### src/hw/icache_cfg_pkg.sv
package icache_cfg_pkg;

  // byte address on the fetch side and on the bus
  typedef logic [31:0] addr_t;
  // one instruction, also one bus beat
  typedef logic [31:0] word_t;

  // address split: tag | index | word | byte
  typedef logic [18:0] tag_t;
  typedef logic [6:0]  index_t;
  typedef logic [3:0]  word_sel_t;

  localparam int OFFSET_BITS    = 6;
  localparam int BEATS_PER_LINE = 16;
  // axi len field, beats minus one
  localparam logic [7:0] BURST_LEN = 8'd15;

  // tag store payload
  typedef struct packed {
    tag_t tag;
  } tag_entry_t;

  // data store address, one word per entry
  typedef struct packed {
    index_t    index;
    word_sel_t word;
  } data_addr_t;

  typedef enum logic [2:0] {RESET, IDLE, LOOKUP, REFILL, UNCACHED} ctrl_state_t;

endpackage

### src/hw/icache_bus_pkg.sv
package icache_bus_pkg;

  // fetch request, byte address of the instruction
  typedef struct packed {
    icache_cfg_pkg::addr_t addr;
  } fetch_req_t;

  // fetch response, one aligned word
  typedef struct packed {
    icache_cfg_pkg::word_t data;
  } fetch_rsp_t;

  // axi4 read address channel payload
  typedef struct packed {
    icache_cfg_pkg::addr_t addr;
    // beats minus one
    logic [7:0]            len;
  } mem_ar_t;

  // axi4 read data channel payload
  typedef struct packed {
    icache_cfg_pkg::word_t data;
    logic                  last;
  } mem_r_t;

endpackage

### src/hw/icache_ctrl.sv
`timescale 1ns/1ps

module icache_ctrl #(
  parameter icache_cfg_pkg::addr_t UNCACHED_BASE = 32'h8000_0000
) (
  input  logic                       clk,
  input  logic                       rst,
  // fetch port
  input  logic                       fetch_valid_i,
  output logic                       fetch_ready_o,
  input  icache_bus_pkg::fetch_req_t fetch_req_i,
  output logic                       rsp_valid_o,
  output icache_bus_pkg::fetch_rsp_t rsp_o,
  // axi4 read address channel
  output logic                       ar_valid_o,
  input  logic                       ar_ready_i,
  output icache_bus_pkg::mem_ar_t    ar_o,
  // axi4 read data channel
  input  logic                       r_valid_i,
  output logic                       r_ready_o,
  input  icache_bus_pkg::mem_r_t     r_i,
  // tag store
  output icache_cfg_pkg::index_t     tag_addr_o,
  output logic                       tag_we_o,
  output icache_cfg_pkg::tag_entry_t tag_wdata_o,
  input  icache_cfg_pkg::tag_entry_t tag_rdata_i,
  // data store
  output icache_cfg_pkg::data_addr_t data_addr_o,
  output logic                       data_we_o,
  output icache_cfg_pkg::word_t      data_wdata_o,
  input  icache_cfg_pkg::word_t      data_rdata_i
);

  icache_cfg_pkg::ctrl_state_t state_q;
  icache_cfg_pkg::addr_t       addr_q;
  icache_cfg_pkg::word_sel_t   burst_cnt_q;
  logic [127:0]                valid_q;
  // one cycle after the last beat, stores re-read at the fetch address
  logic                        reread_q;

  // read request register
  logic                    ar_valid_q;
  icache_bus_pkg::mem_ar_t ar_q;

  // fields of the incoming and the latched address
  icache_cfg_pkg::tag_t      tag_q;
  icache_cfg_pkg::index_t    idx_q;
  icache_cfg_pkg::word_sel_t word_q;
  icache_cfg_pkg::index_t    req_idx;
  icache_cfg_pkg::word_sel_t req_word;

  logic accept;
  logic beat;
  logic refill_beat;
  logic uncached;
  logic hit;

  assign tag_q    = addr_q[31:13];
  assign idx_q    = addr_q[12:6];
  assign word_q   = addr_q[5:2];
  assign req_idx  = fetch_req_i.addr[12:6];
  assign req_word = fetch_req_i.addr[5:2];

  // handshakes
  assign fetch_ready_o = (state_q == icache_cfg_pkg::IDLE);
  assign accept        = fetch_valid_i && fetch_ready_o;
  assign r_ready_o     = (state_q == icache_cfg_pkg::REFILL && !reread_q) ||
                         (state_q == icache_cfg_pkg::UNCACHED);
  assign beat          = r_valid_i && r_ready_o;
  assign refill_beat   = beat && (state_q == icache_cfg_pkg::REFILL);

  // lookup decision, only meaningful in LOOKUP
  assign uncached = (addr_q >= UNCACHED_BASE);
  assign hit      = valid_q[idx_q] && (tag_rdata_i.tag == tag_q);

  // store addressing
  // idle reads straight from the request so data is ready in LOOKUP
  always_comb begin
    if (state_q == icache_cfg_pkg::IDLE) begin
      tag_addr_o        = req_idx;
      data_addr_o.index = req_idx;
      data_addr_o.word  = req_word;
    end else begin
      tag_addr_o        = idx_q;
      data_addr_o.index = idx_q;
      // burst counter picks the word while beats arrive
      if (state_q == icache_cfg_pkg::REFILL && !reread_q) begin
        data_addr_o.word = burst_cnt_q;
      end else begin
        data_addr_o.word = word_q;
      end
    end
  end

  // beats go into the line as they come
  assign data_we_o       = refill_beat;
  assign data_wdata_o    = r_i.data;
  // tag written together with the last beat
  assign tag_we_o        = refill_beat && r_i.last;
  assign tag_wdata_o.tag = tag_q;

  assign ar_valid_o = ar_valid_q;
  assign ar_o       = ar_q;

  // control FSM
  always_ff @(posedge clk) begin
    if (rst) begin
      state_q     <= icache_cfg_pkg::RESET;
      valid_q     <= '0;
      burst_cnt_q <= '0;
      reread_q    <= 1'b0;
      ar_valid_q  <= 1'b0;
      rsp_valid_o <= 1'b0;
    end else begin
      // response is a single pulse
      rsp_valid_o <= 1'b0;
      if (ar_valid_q && ar_ready_i) begin
        ar_valid_q <= 1'b0;
      end
      case (state_q)
        icache_cfg_pkg::RESET: begin
          state_q <= icache_cfg_pkg::IDLE;
        end
        icache_cfg_pkg::IDLE: begin
          if (accept) begin
            state_q <= icache_cfg_pkg::LOOKUP;
          end
        end
        icache_cfg_pkg::LOOKUP: begin
          if (uncached) begin
            ar_valid_q <= 1'b1;
            state_q    <= icache_cfg_pkg::UNCACHED;
          end else if (hit) begin
            rsp_valid_o <= 1'b1;
            state_q     <= icache_cfg_pkg::IDLE;
          end else begin
            // miss, refill whole line from word 0
            ar_valid_q  <= 1'b1;
            burst_cnt_q <= '0;
            state_q     <= icache_cfg_pkg::REFILL;
          end
        end
        icache_cfg_pkg::REFILL: begin
          if (reread_q) begin
            reread_q <= 1'b0;
            state_q  <= icache_cfg_pkg::LOOKUP;
          end else if (beat) begin
            burst_cnt_q <= burst_cnt_q + 1'b1;
            if (r_i.last) begin
              valid_q[idx_q] <= 1'b1;
              reread_q       <= 1'b1;
            end
          end
        end
        icache_cfg_pkg::UNCACHED: begin
          if (beat) begin
            rsp_valid_o <= 1'b1;
            state_q     <= icache_cfg_pkg::IDLE;
          end
        end
        default: begin
          state_q <= icache_cfg_pkg::IDLE;
        end
      endcase
    end
  end

  // payload registers
  always_ff @(posedge clk) begin
    if (accept) begin
      addr_q <= fetch_req_i.addr;
    end
    // request built in LOOKUP, held until the handshake
    if (state_q == icache_cfg_pkg::LOOKUP) begin
      if (uncached) begin
        // single beat, len 0
        ar_q.addr <= {addr_q[31:2], 2'b00};
        ar_q.len  <= 8'd0;
      end else begin
        ar_q.addr <= {tag_q, idx_q, {icache_cfg_pkg::OFFSET_BITS{1'b0}}};
        ar_q.len  <= icache_cfg_pkg::BURST_LEN;
      end
    end
    if (state_q == icache_cfg_pkg::LOOKUP && hit) begin
      rsp_o.data <= data_rdata_i;
    end else if (state_q == icache_cfg_pkg::UNCACHED && beat) begin
      rsp_o.data <= r_i.data;
    end
  end

  // request held steady while memory stalls it
  a_ar_stable: assert property (
    @(posedge clk) disable iff (rst)
    ar_valid_o && !ar_ready_i |=> ar_valid_o && $stable(ar_o)
  );

  // no response while a line is still arriving
  a_no_rsp_in_refill: assert property (
    @(posedge clk) disable iff (rst)
    (state_q == icache_cfg_pkg::REFILL) |-> !rsp_valid_o
  );

  // memory burst length agrees with the line size
  a_last_on_final_beat: assert property (
    @(posedge clk) disable iff (rst)
    refill_beat && r_i.last |->
      burst_cnt_q == icache_cfg_pkg::word_sel_t'(icache_cfg_pkg::BEATS_PER_LINE - 1)
  );

endmodule

### config.mk
export PLATFORM = sky130hd
export DESIGN_NAME = icache_ctrl
export DESIGN_NICKNAME = d
export VERILOG_FILES = /design/src/hw/icache_cfg_pkg.sv /design/src/hw/icache_bus_pkg.sv /design/src/hw/icache_ctrl.sv
export SDC_FILE = /design/constraint.sdc
export NUM_CORES = 1
export LEC_CHECK = 0
export BUFFER_PORTS_ARGS = -buffer_cell sky130_fd_sc_hd__clkbuf_2
export CORE_MARGIN = 3
export CORE_UTILIZATION = 52
export DETAILED_ROUTE_END_ITERATION = 6
export GPL_ROUTABILITY_DRIVEN = 0
export PLACE_DENSITY = 0.79
export SYNTH_ARGS = -nofsm -noshare
export SYNTH_HDL_FRONTEND = slang
export SYNTH_SLANG_ARGS = --single-unit
### constraint.sdc
create_clock -name clk -period 6.51 [get_ports clk]
set_clock_uncertainty 0.2 [all_clocks]
set_input_delay 0.651 -clock clk [delete_from_list [all_inputs] [get_ports clk]]
set_output_delay 0.651 -clock clk [all_outputs]
set_load 0.01 [all_outputs]
==> results.md <==
* Register area share after synthesis at 0.574
* RSZ-0062 raised after global routing: no
* Commonest register cell after synthesis: dfxtp_1
* Final min period at ~4.4 ns
* Synthesized instance count at roughly 900
* Vias in the first global route at 6953
* Startpoint Class: flip-flop
* Synthesized area per cell at between 10 and 15 um^2
* Cell Area, Synth at 9680 um^2
* CTS Buffer Depth at 3
* Clk pin slew, worst setup/hold paths at 0.07 ns
* Max cap viols at 0
* Initial core utilization at 0.533
* Global-route wire length before repair at around 37000 um
* H-tree levels at 1
* Final ANT Viol Nets at 0
* Top Ports at 268
* Setup violations, final at 0
* Setup Crit Path Kind: reg2reg
* Residual DRC at 0
* CTS tree: yes
* Power Density at 320 nW/um^2
* GRT Residual Overflow at 0
* Layout area overhead at 18.1%
* DRT iter0 DRCs at 475
* Inserted Clock Buffers at 23
* CTS resizes at 0
* Sequential cell area at 5560 um^2
* Fin. Hold Viols at 0
* Dpl hpwl at around 17000 um
* Worst Hold Class: in2reg
* Max-slew violation count at 0
* Nature of the critical path endpoint: flip-flop
* Site Rows at 49
* DRT Pass-1 Iters at 5
* Fin nets at roughly 1.2k
* Hold_buf cts at 0
* CP max FO at 43
* PortBufs at around 260
* Peak VDD IR at 0.000150 V
* Post-synth EDFFs at 93
* Reg2reg setup slack at 2.12 ns
* Skew-Pair Late Insertion Delay at about 0.51 ns
* Die area at slightly above 20000 um^2
* Core ar. at 18100 um^2
* Largest net degree at the start of global routing at 74
* Die width at 142 um
* Initial antenna violation count at 0
* Worst-Margin Slew at 1.14 ns
* Vias per Instance at 5.46
* DP Worst Slack at 2.13 ns
* Worst Setup Slack, final at 2.12 ns
* Layout cells sized above 1 at 0.347
* P_leak at 0.00470 uW
* Run status: complete, no violations
* Routed wire length at between 20000 and 25000 um
* Count of different cell masters after synthesis at 43
* Fillers at about 1.4k
* Post-synth top area cell: edfxtp_1
* Synth top area share at 0.289
* Detailed-route via count at 7216
* Worst Path Required at 6.55 ns
* Worst slew margin at 0.237
* ANT cells at 0
* Crit share post-route at 0.675
* YS warnings at 0
* Post-Route Setup TNS at 0 ns
* Clk sinks at 231
* Multi-input logic area at about 3400 um^2
* Root cell of the clock tree: clkbuf_16
* Final Total Pwr at 3660 uW
* Die Span Y at roughly 140 um
* Post CTS Setup Buffer Count at 0
* Max Freq at 228 MHz
* GR Util All Layers at 0.227
* WL/cell at 18.4 um
* WP data arrival at 4.44 ns
* Asr flop ratio synth at 0
* Area contributors post-synth: edfxtp_1 29%, dfxtp_1 29%, a21oi_1 7.4%, nor2_1 5.9%, buf_4 5.3%
* FF+latch count, synth at 231
[power breakdown]
part / total (uW) / internal, uW / switching [uW]
Clock: 1270 / 728 / 544
Combinational: 668 / 253 / 415
Sequential: 1710 / 1640 / 71.3
Total: 3660 / 2620 / 1030
[cells in the mapped netlist (10+ instances only)]
cell      count
nor3_1       11
nand3_1      10
xor2_1       19
nand2_1      23
clkbuf_1     34
mux4_2       10
dfxtp_1     138
edfxtp_1     93
a21oi_1     143
mux2_2       44
mux2i_1      47
nor2_1      152
buf_4        68
[sequential cells by signal, indices dropped and copies added, names as in the netlist]
name,flops
burst_cnt_q,4
state_q,3
rsp_valid_o,1
addr_q,30
valid_q,128
reread_q,1
ar_o,31
ar_valid_o,1
rsp_o,32
[layout make-up]
cell class | count | area share
well taps | 229 | 0.0251
clock inverters | 13 | 0.00909
flip-flops and latches | 231 | 0.486
multi-input cells | 539 | 0.299
repair buffers | 275 | 0.124
inverters | 5 | 0.00164
clock buffers | 29 | 0.0550
[final timing paths]
| kind | start | to | cells past startpoint |
|---|---|---|---|
| worst min-delay path | fetch_req_i[18] | addr_q[18]$_DFFE_PP_ | 1 |
| worst min register to register | valid_q[52]$_SDFFE_PP0P_ | valid_q[52]$_SDFFE_PP0P_ | 2 |
| worst max-delay path | addr_q[6]$_DFFE_PP_ | rsp_o[5]$_DFFE_PP_ | 10 |
| worst max register to register | addr_q[6]$_DFFE_PP_ | rsp_o[5]$_DFFE_PP_ | 10 |
[cells in the final DEF (no fill, tap or decap), types with 10 or more instances in the layout]
cell type,Yosys,final
a21oi_1,143,143
buf_4,68,17
clkbuf_16,0,23
clkbuf_2,0,258
dfxtp_1,138,138
edfxtp_1,93,93
mux2_2,44,44
mux2i_1,47,47
mux4_2,10,10
nand2_1,23,23
nand3_1,10,10
nor2_1,152,151
xor2_1,19,19
[layer usage]
layer | GRT usage | vias up | part of all wire
met3 | 0.0397 | 57 | 0.070
met1 | 0.282 | 3399 | 0.39
met5 | 0 | - | 0
met4 | 0.0810 | 0 | 0.032
met2 | 0.399 | 313 | 0.51
li1 | - | 3447 | -
[through the flow]
| stage | instances | hold slack (ns) | util | area (um^2) |
|---|---|---|---|---|
| 6_report | 1321 | 0.111 | 0.630 | 11400 |
| 3_5_place_dp | 1279 | 0.252 | 0.589 | 10700 |
| 3_3_place_gp | 1279 | 0.243 | 0.589 | 10700 |
| 2_1_floorplan | 889 | 0.224 | - | 9700 |
| 5_1_grt | 1321 | 0.101 | 0.630 | 11400 |
| 4_1_cts | 1321 | 0.101 | 0.630 | 11400 |
[critical path, stage by stage, from the launching register on]
cell	delay [ns]
edfxtp_1	0.34
buf_4	0.35
buf_4	0.65
mux2_2	0.41
o22ai_1	0.16
nor3_1	0.08
a31oi_1	0.18
a31oi_1	0.12
or4_1	0.68
nand3_4	0.45
mux2_2	0.45
[logic make-up after synthesis]
group / share of synthesized area
compound gates: 0.103
xor+xnor: 0.0172
fa+ha+maj: 0.00129
buf+inv: 0.0782
flops: 0.574
mux: 0.124
other cells: 0.000388
simple gates: 0.102
Power figures use the tool's default switching activity.
